`config.mk`:
```
export PLATFORM = sky130hd
export DESIGN_NAME = sequencerMonitorTop
export DESIGN_NICKNAME = d
export VERILOG_FILES = /design/src/hdl/monitorPkg.sv /design/src/hdl/spiFrameIf.sv /design/src/hdl/intervalTimer.sv /design/src/hdl/sequencerMonitorTop.sv /design/src/hdl/spiFrameFsm.sv /design/src/hdl/spiRegisterBank.sv
export VERILOG_INCLUDE_DIRS = /design/src /design/src/hdl
export SDC_FILE = /design/constraint.sdc
export NUM_CORES = 1
export LEC_CHECK = 0
export BUFFER_PORTS_ARGS = -buffer_cell sky130_fd_sc_hd__buf_2
export CAP_MARGIN = 20
export CORE_MARGIN = 2
export CORE_UTILIZATION = 40
export DETAILED_ROUTE_END_ITERATION = 16
export SYNTH_ARGS = -nofsm -noshare
export SYNTH_HDL_FRONTEND = slang
export SYNTH_SLANG_ARGS = --single-unit
```
`constraint.sdc`:
```
create_clock -name clk20mhz -period 3.9 [get_ports clk20mhz]
set_clock_uncertainty 0.05 [all_clocks]
set_input_delay 0.39 -clock clk20mhz [delete_from_list [all_inputs] [get_ports clk20mhz]]
set_output_delay 0.39 -clock clk20mhz [all_outputs]
set_load 0.03 [all_outputs]
```
`src/hdl/monitorDefs_defs.svh`:
```
`ifndef MONITOR_DEFS_SVH
`define MONITOR_DEFS_SVH

// system clock cycles in one microsecond at 20 MHz
`define CLK_PER_US 20

// flip-flops on every asynchronous input
`define SYNC_STAGES 2

// SPI frame layout, address byte then data word
`define ADDR_W 8
`define DATA_W 32
`define FRAME_BITS 40

// register widths
`define CTRL_W 16
`define STATUS_W 8

// fixed identity word for link bring-up
`define ID_WORD 32'hDEEDBEEF

`endif

```
`src/hdl/monitorPkg.sv`:
```
`include "monitorDefs_defs.svh"

package monitorPkg;

	// ------------------------------------------------------------
	// data words
	typedef logic [`DATA_W-1:0] regWord_t;
	typedef logic [31:0] usCount_t;
	typedef logic [`CTRL_W-1:0] ctrlWord_t;
	typedef logic [`STATUS_W-1:0] statusWord_t;

	// ------------------------------------------------------------
	// first frame byte, selects register and direction
	typedef enum logic [`ADDR_W-1:0]
	{
		ADDR_STATUS = 8'd1,
		ADDR_CTRL = 8'd2,
		ADDR_ID = 8'd30,
		ADDR_TNO_TIME = 8'd31,
		ADDR_TNC_TIME = 8'd32,
		ADDR_SCRATCH_RD = 8'd35,
		ADDR_SCRATCH_WR = 8'd36
	} spiAddr_t;

	// frame receiver states
	typedef enum logic [1:0]
	{
		FS_IDLE,
		FS_ADDR,
		FS_DATA,
		FS_DONE
	} frameState_t;

endpackage

```
`src/hdl/spiFrameIf.sv`:
```
`timescale 1ns/100ps

interface spiFrameIf;

	// address byte, valid for one cycle after the eighth bit
	monitorPkg::spiAddr_t addr;
	logic addrValid;

	// write word, pulsed once per completed frame
	monitorPkg::regWord_t wrData;
	logic wrStrobe;

	// read word returned by the bank the cycle after addrValid
	monitorPkg::regWord_t rdData;

	modport fsm
	(
		output addr, addrValid, wrData, wrStrobe,
		input rdData
	);

	modport bank
	(
		input addr, addrValid, wrData, wrStrobe,
		output rdData
	);

endinterface

```
`src/hdl/intervalTimer.sv`:
```
`timescale 1ns/100ps
`include "monitorDefs_defs.svh"

module intervalTimer
(
	input  logic clk20mhz,
	input  logic rst,
	input  logic strobe,
	output monitorPkg::usCount_t interval
);

	localparam int unsigned PRE_W = $clog2(`CLK_PER_US);

	logic [`SYNC_STAGES-1:0] strobeSync;
	logic strobePrev;
	logic strobeRise;
	logic armed;
	logic usTick;
	logic [PRE_W-1:0] prescaler;
	monitorPkg::usCount_t usCount;
	monitorPkg::usCount_t usNext;

	// ------------------------------------------------------------
	// synchronizer and registered edge pulse
	always_ff @(posedge clk20mhz)
	begin
		if (rst)
		begin
			strobeSync <= '0;
			strobePrev <= 1'b0;
			strobeRise <= 1'b0;
		end
		else
		begin
			strobeSync <= {strobeSync[`SYNC_STAGES-2:0], strobe};
			strobePrev <= strobeSync[`SYNC_STAGES-1];
			strobeRise <= strobeSync[`SYNC_STAGES-1] & ~strobePrev;
		end
	end

	// count including the current cycle, so N cycles give floor(N / CLK_PER_US)
	assign usTick = (prescaler == PRE_W'(`CLK_PER_US - 1));

	always_comb
	begin
		if (usTick && (usCount != '1))
			usNext = usCount + 32'd1;
		else
			usNext = usCount;
	end

	// ------------------------------------------------------------
	// microsecond counter
	always_ff @(posedge clk20mhz)
	begin
		if (rst)
		begin
			prescaler <= '0;
			usCount <= '0;
			armed <= 1'b0;
			interval <= '0;
		end
		else if (strobeRise)
		begin
			prescaler <= '0;
			usCount <= '0;
			armed <= 1'b1;
			// first edge after reset only starts the count
			if (armed)
				interval <= usNext;
		end
		else
		begin
			prescaler <= usTick ? '0 : prescaler + 1'b1;
			usCount <= usNext;
		end
	end

	assert property (@(posedge clk20mhz) disable iff (rst)
		prescaler < PRE_W'(`CLK_PER_US));

endmodule

```
`src/hdl/sequencerMonitorTop.sv`:
```
`timescale 1ns/100ps
`include "monitorDefs_defs.svh"

module sequencerMonitorTop
(
	input  logic clk20mhz,
	input  logic rst,

	// microcontroller SPI link
	input  logic sclk,
	input  logic mosi,
	input  logic csN,
	output logic miso,

	// board level inputs and relay outputs
	input  logic [`STATUS_W-1:0] statusIn,
	output logic [`CTRL_W-1:0] ctrlOut,

	// timing strobes
	input  logic tnoStrobe,
	input  logic tncStrobe
);

	monitorPkg::usCount_t tnoTime;
	monitorPkg::usCount_t tncTime;

	spiFrameIf frameBus ();

	// ------------------------------------------------------------
	// SPI register link
	spiFrameFsm frameFsm
	(
		.clk20mhz (clk20mhz),
		.rst      (rst),
		.sclk     (sclk),
		.mosi     (mosi),
		.csN      (csN),
		.miso     (miso),
		.frame    (frameBus.fsm)
	);

	spiRegisterBank regBank
	(
		.clk20mhz (clk20mhz),
		.rst      (rst),
		.frame    (frameBus.bank),
		.statusIn (statusIn),
		.tnoTime  (tnoTime),
		.tncTime  (tncTime),
		.ctrlOut  (ctrlOut)
	);

	// ------------------------------------------------------------
	// strobe interval monitors
	intervalTimer tnoTimer
	(
		.clk20mhz (clk20mhz),
		.rst      (rst),
		.strobe   (tnoStrobe),
		.interval (tnoTime)
	);

	intervalTimer tncTimer
	(
		.clk20mhz (clk20mhz),
		.rst      (rst),
		.strobe   (tncStrobe),
		.interval (tncTime)
	);

endmodule

```
`src/hdl/spiFrameFsm.sv`:
```
`timescale 1ns/100ps
`include "monitorDefs_defs.svh"

module spiFrameFsm
(
	input  logic clk20mhz,
	input  logic rst,
	input  logic sclk,
	input  logic mosi,
	input  logic csN,
	output logic miso,
	spiFrameIf.fsm frame
);

	logic [`SYNC_STAGES-1:0] sclkSync;
	logic [`SYNC_STAGES-1:0] csSync;
	logic [`SYNC_STAGES-1:0] mosiSync;
	logic sclkPrev;
	logic csPrev;
	logic sclkRise;
	logic sclkFall;
	logic csRise;
	logic csLow;
	logic mosiBit;
	logic addrDone;
	logic dataDone;
	logic rdLoad;
	logic [5:0] bitCount;
	monitorPkg::frameState_t state;
	monitorPkg::regWord_t shiftIn;
	monitorPkg::regWord_t txShift;

	// ------------------------------------------------------------
	// input synchronizers and edge detection
	always_ff @(posedge clk20mhz)
	begin
		if (rst)
		begin
			sclkSync <= '0;
			csSync <= '1;
			sclkPrev <= 1'b0;
			csPrev <= 1'b1;
		end
		else
		begin
			sclkSync <= {sclkSync[`SYNC_STAGES-2:0], sclk};
			csSync <= {csSync[`SYNC_STAGES-2:0], csN};
			sclkPrev <= sclkSync[`SYNC_STAGES-1];
			csPrev <= csSync[`SYNC_STAGES-1];
		end
	end

	// data line only needs the same latency as sclk
	always_ff @(posedge clk20mhz)
	begin
		mosiSync <= {mosiSync[`SYNC_STAGES-2:0], mosi};
	end

	assign sclkRise = sclkSync[`SYNC_STAGES-1] & ~sclkPrev;
	assign sclkFall = ~sclkSync[`SYNC_STAGES-1] & sclkPrev;
	assign csRise = csSync[`SYNC_STAGES-1] & ~csPrev;
	assign csLow = ~csSync[`SYNC_STAGES-1];
	assign mosiBit = mosiSync[`SYNC_STAGES-1];

	assign addrDone = (state == monitorPkg::FS_ADDR) && sclkRise && !csRise
		&& (bitCount == 6'(`ADDR_W - 1));
	assign dataDone = (state == monitorPkg::FS_DATA) && sclkRise && !csRise
		&& (bitCount == 6'(`FRAME_BITS - 1));

	// ------------------------------------------------------------
	// frame control
	always_ff @(posedge clk20mhz)
	begin
		if (rst)
		begin
			state <= monitorPkg::FS_IDLE;
			bitCount <= '0;
			frame.addrValid <= 1'b0;
			frame.wrStrobe <= 1'b0;
			rdLoad <= 1'b0;
			miso <= 1'b1;
		end
		else
		begin
			frame.addrValid <= addrDone;
			frame.wrStrobe <= dataDone && csLow;
			// bank answers one cycle after addrValid
			rdLoad <= frame.addrValid;
			if (csRise)
			begin
				// deselect drops whatever frame was in progress
				state <= monitorPkg::FS_IDLE;
				bitCount <= '0;
				miso <= 1'b1;
			end
			else
			begin
				case (state)
					monitorPkg::FS_IDLE:
					begin
						bitCount <= '0;
						if (csLow)
							state <= monitorPkg::FS_ADDR;
					end
					monitorPkg::FS_ADDR:
					begin
						if (sclkRise)
							bitCount <= bitCount + 6'd1;
						if (addrDone)
							state <= monitorPkg::FS_DATA;
					end
					monitorPkg::FS_DATA:
					begin
						if (sclkRise)
							bitCount <= bitCount + 6'd1;
						else if (sclkFall)
							miso <= txShift[`DATA_W-1];
						if (dataDone)
							state <= monitorPkg::FS_DONE;
					end
					default:
					begin
						// hold until csN goes high
					end
				endcase
			end
		end
	end

	// ------------------------------------------------------------
	// shift registers
	always_ff @(posedge clk20mhz)
	begin
		if (sclkRise)
			shiftIn <= {shiftIn[`DATA_W-2:0], mosiBit};
		if (addrDone)
			frame.addr <= monitorPkg::spiAddr_t'({shiftIn[`ADDR_W-2:0], mosiBit});
		if (dataDone)
			frame.wrData <= {shiftIn[`DATA_W-2:0], mosiBit};
		if (rdLoad)
			txShift <= frame.rdData;
		else if ((state == monitorPkg::FS_DATA) && sclkFall)
			txShift <= {txShift[`DATA_W-2:0], 1'b0};
	end

	assert property (@(posedge clk20mhz) disable iff (rst)
		bitCount <= 6'(`FRAME_BITS));

	assert property (@(posedge clk20mhz) disable iff (rst)
		frame.wrStrobe |-> (state == monitorPkg::FS_DONE));

endmodule

```
`src/hdl/spiRegisterBank.sv`:
```
`timescale 1ns/100ps
`include "monitorDefs_defs.svh"

module spiRegisterBank
(
	input  logic clk20mhz,
	input  logic rst,
	spiFrameIf.bank frame,
	input  monitorPkg::statusWord_t statusIn,
	input  monitorPkg::usCount_t tnoTime,
	input  monitorPkg::usCount_t tncTime,
	output monitorPkg::ctrlWord_t ctrlOut
);

	monitorPkg::regWord_t scratchReg;
	monitorPkg::regWord_t readValue;
	monitorPkg::statusWord_t statusMeta;
	monitorPkg::statusWord_t statusSync;

	// ------------------------------------------------------------
	// writable registers
	always_ff @(posedge clk20mhz)
	begin
		if (rst)
		begin
			ctrlOut <= '0;
			scratchReg <= '0;
		end
		else if (frame.wrStrobe)
		begin
			case (frame.addr)
				monitorPkg::ADDR_CTRL:
					ctrlOut <= frame.wrData[`CTRL_W-1:0];
				monitorPkg::ADDR_SCRATCH_WR:
					scratchReg <= frame.wrData;
				default:
				begin
					// read-only or unknown address
				end
			endcase
		end
	end

	// level inputs are asynchronous to clk20mhz
	always_ff @(posedge clk20mhz)
	begin
		statusMeta <= statusIn;
		statusSync <= statusMeta;
	end

	// ------------------------------------------------------------
	// read multiplexer
	always_comb
	begin
		case (frame.addr)
			monitorPkg::ADDR_STATUS:
				readValue = {{(`DATA_W - `STATUS_W){1'b0}}, statusSync};
			monitorPkg::ADDR_ID:
				readValue = `ID_WORD;
			monitorPkg::ADDR_TNO_TIME:
				readValue = tnoTime;
			monitorPkg::ADDR_TNC_TIME:
				readValue = tncTime;
			monitorPkg::ADDR_SCRATCH_RD:
				readValue = scratchReg;
			default:
				readValue = '0;
		endcase
	end

	// sampled once per frame, held while the word shifts out
	always_ff @(posedge clk20mhz)
	begin
		if (frame.addrValid)
			frame.rdData <= readValue;
	end

	// address and write strobes come from different frame phases
	assert property (@(posedge clk20mhz) disable iff (rst)
		!(frame.wrStrobe && frame.addrValid));

endmodule

```
==> reports/qor.yml <==
yosysSeqAreaShare: 0.616
gp_congestion: 0.808
setup.worst_path.end: "tnoTimer.interval[29]"
vdd_drop_max_mv: 0.345
worst_slack_ps: 929
regToRegSetupSlack_ps: 930
die_width_um: 192
numCtsBuffers: 39
hold_buffers: 12
grt-ovfl-total: 0
ys_warn_count: 0
drv_cap: 0
worst_ep_required_time_ps: 4290
synth_cells: 1285
startpoint: "tnoTimer.prescaler[0]"
detailed_place.area_um2: 14700
drtPass1Iterations: 9
worst_hold_path_type: "primary input to flip-flop"
antenna_found_initial: 0
vias: 9875
syn_nets: 1309
slew_headroom: 0.384
p_seq_frac: 0.510
p_leak_nw: 5.20
port_buffers: 31
switching_power_mw: 1.66
rsz0062_at_grt: "no"
die_h_um: 192
outcome: "finished, final reports clean"
placementRows: 68
drive_gt1_frac: 0.133
htreeDepth: 2
netlist_area_um2: 14100
final.min_clock_period_ps: 2970
drcViolationCount: 0
grt_pass1_wl_um: 50900
cts_buffer_depth: 3
place_inst: 1714
wire_per_inst_um: 17.5
swShare: 0.210
cp_max_fo: 12
drtIter0Drc: 798
r2r-start: "tnoTimer.prescaler[0]"
drtAntennaViolNets: 0
drt-vias-per-instance: 5.50
fin_setup_tns_ps: 0
synth_edf_count: 135
worst_setup_path_start_kind: "flip-flop"
synth_seq_cells: 367
cts_tree: "yes"
place_ws_ps: 960
timing.final.crit_share: 0.762
fp.dieArea_um2: 36800
post_cts_resized: 0
cts_sinks: 367
track_usage: 0.174
coreArea_um2: 34600
synth.distinct_cells: 60
tightest_slew_ps: 922
clkLatencyLatePin_ps: 540
internal-power_mw: 6.22
power.share.clock: 0.467
grt_pass1_vias: 9521
root_buffer: "clkbuf_16"
final_cells: 1796
p_comb_frac: 0.024
n_antenna_cell: 0
finalSetupViolations: 0
cp.arrival_ps: 3360
layout.nets: 1337
clk_transition_reported_paths_ps: 60
syn_avg_cell_area_um2: 11.0
slew_viol_final: 0
async_flop_share: 0
start_util: 0.408
hold_viol_final: 0
rr_worst_depth: 7
r2r-end: "tnoTimer.interval[29]"
postCtsSetupBuffers: 0
post-dp-hpwl_um: 20700
path_class: "flip-flop to flip-flop"
power_density_nw_per_um2: 488
fmax_mhz: 337
endpoint_kind: "flip-flop"
syn2layout_area_growth_pct: 14.4
grt_max_degree: 63
synth_flop_cell: "dfxtp_1"
design_area_um2: 16200
ios: 32
drt-total-wl_um: 31400
[cell usage in the layout, fill, tap and decap left out, types with 5 or more instances in the layout]
cell             n
xnor2_1         16
dlygate4sd3_1   12
mux2i_1         19
nand2b_1         7
buf_2           30
dfxtp_1        232
or4_1           20
buf_4           21
nand3b_1         5
clkbuf_1         6
o31ai_1         15
clkinv_2         6
clkbuf_8         8
clkbuf_16       41
nor4_1          10
a222oi_1        14
xor2_1           5
a311oi_1        50
nand4_1         22
ha_1             9
nor3_1          16
nor3b_1          7
nand3_1         51
edfxtp_1       135
nand2_1        123
nor2_2           5
a22oi_1         19
mux2_2          32
or2_2            9
a211oi_1        14
a21oi_1         90
nor2b_1         14
nor2_1         117
inv_1           25
o21ai_0         40
or3_1           32
[worst max-delay path, stage by stage, from the launching register on]
cell and delay (ps):
dfxtp_1 350, ha_1 260, nand4bb_1 120, buf_4 180, nor4_2 450, nand3_1 450
or4b_2 770, a311oi_1 260
[power groups by stage]
stage          combinational, mW  clock, mW  sequential [mW]
2_1_floorplan              0.133          0             4.09
3_3_place_gp               0.174          0             4.10
3_5_place_dp               0.179          0             4.10
4_1_cts                    0.189       3.76             4.02
5_1_grt                    0.213       3.91             4.02
6_report                   0.186       3.68             4.02
[layout make-up]
cell class / instances / area [µm²]
repair buffers: 64 / 448
multi-input cells: 816 / 5050
fillers: 3138 / 18500
flip-flops and latches: 367 / 8700
clock inverters: 14 / 131
well taps: 455 / 569
inverters: 25 / 93.8
clock buffers: 55 / 1160
[stage by stage]
stage	power, mW	utilization	hold slack (ps)
5_1_grt	8.14	0.466	27.2
3_3_place_gp	4.27	0.425	266
2_1_floorplan	4.22	-	260
6_report	7.88	0.466	23.7
3_5_place_dp	4.28	0.425	263
4_1_cts	7.96	0.466	9.48
[Yosys cell counts (all sizes together), types with 22 or more instances]
cell type  count  share of area
clkbuf        69          0.018
nand2        123          0.033
or4           22          0.012
inv           25         0.0066
a21oi         90          0.032
o21ai         40          0.014
mux2          32          0.026
nand4         24          0.012
a311oi        50          0.031
nand3         53          0.019
dfxtp        232           0.33
or3           32          0.014
nor2         122          0.032
edfxtp       135           0.29
[sequential cells by signal, indices dropped and copies added (netlist names), 2 cells and up]
register               count
frameFsm.frame.wrData     32
frameFsm.txShift          32
regBank.frame.rdData      32
regBank.scratchReg        32
tncTimer.interval         32
tncTimer.usCount          32
tnoTimer.interval         32
tnoTimer.usCount          32
frameFsm.shiftIn          31
regBank.ctrlOut           16
frameFsm.frame.addr        8
regBank.statusMeta         8
regBank.statusSync         8
frameFsm.bitCount          6
tncTimer.prescaler         5
tnoTimer.prescaler         5
frameFsm.csSync            2
frameFsm.mosiSync          2
frameFsm.sclkSync          2
frameFsm.state             2
tncTimer.strobeSync        2
tnoTimer.strobeSync        2
[cell families (layout without fill, tap and decap cells)]
kind of cell	Yosys count	after routing	synth area share
AND/OR/NAND/NOR	479	479	0.175
flip-flops	367	367	0.616
AO/OA/AOI/OAI	256	256	0.121
buffers and inverters	102	158	0.0282
multiplexers	51	51	0.0390
XOR/XNOR	21	21	0.0130
adder cells (fa/ha/maj)	9	9	0.00798
[how the worst min path moves through the flow]
stage | startpoint | cells after the start | slack, ps | to
detailed placement | regBank.statusMeta[6] | 0 | 260 | regBank.statusSync[6]
floorplan | frameFsm.mosiSync[0] | 0 | 260 | frameFsm.mosiSync[1]
global route | tnoStrobe | 2 | 30 | tnoTimer.strobeSync[0]
global placement | regBank.statusMeta[6] | 0 | 270 | regBank.statusSync[6]
finish | tnoStrobe | 2 | 20 | tnoTimer.strobeSync[0]
CTS | tnoStrobe | 2 | 9 | tnoTimer.strobeSync[0]
[routing by layer]
layer,part of all wire,track usage,vias to the layer above
met5,0,0,-
li1,-,-,4834
met3,0.046,0.0307,56
met1,0.45,0.231,4763
met4,0.028,0.0544,0
met2,0.48,0.287,222
Power figures use the tool's default switching activity.
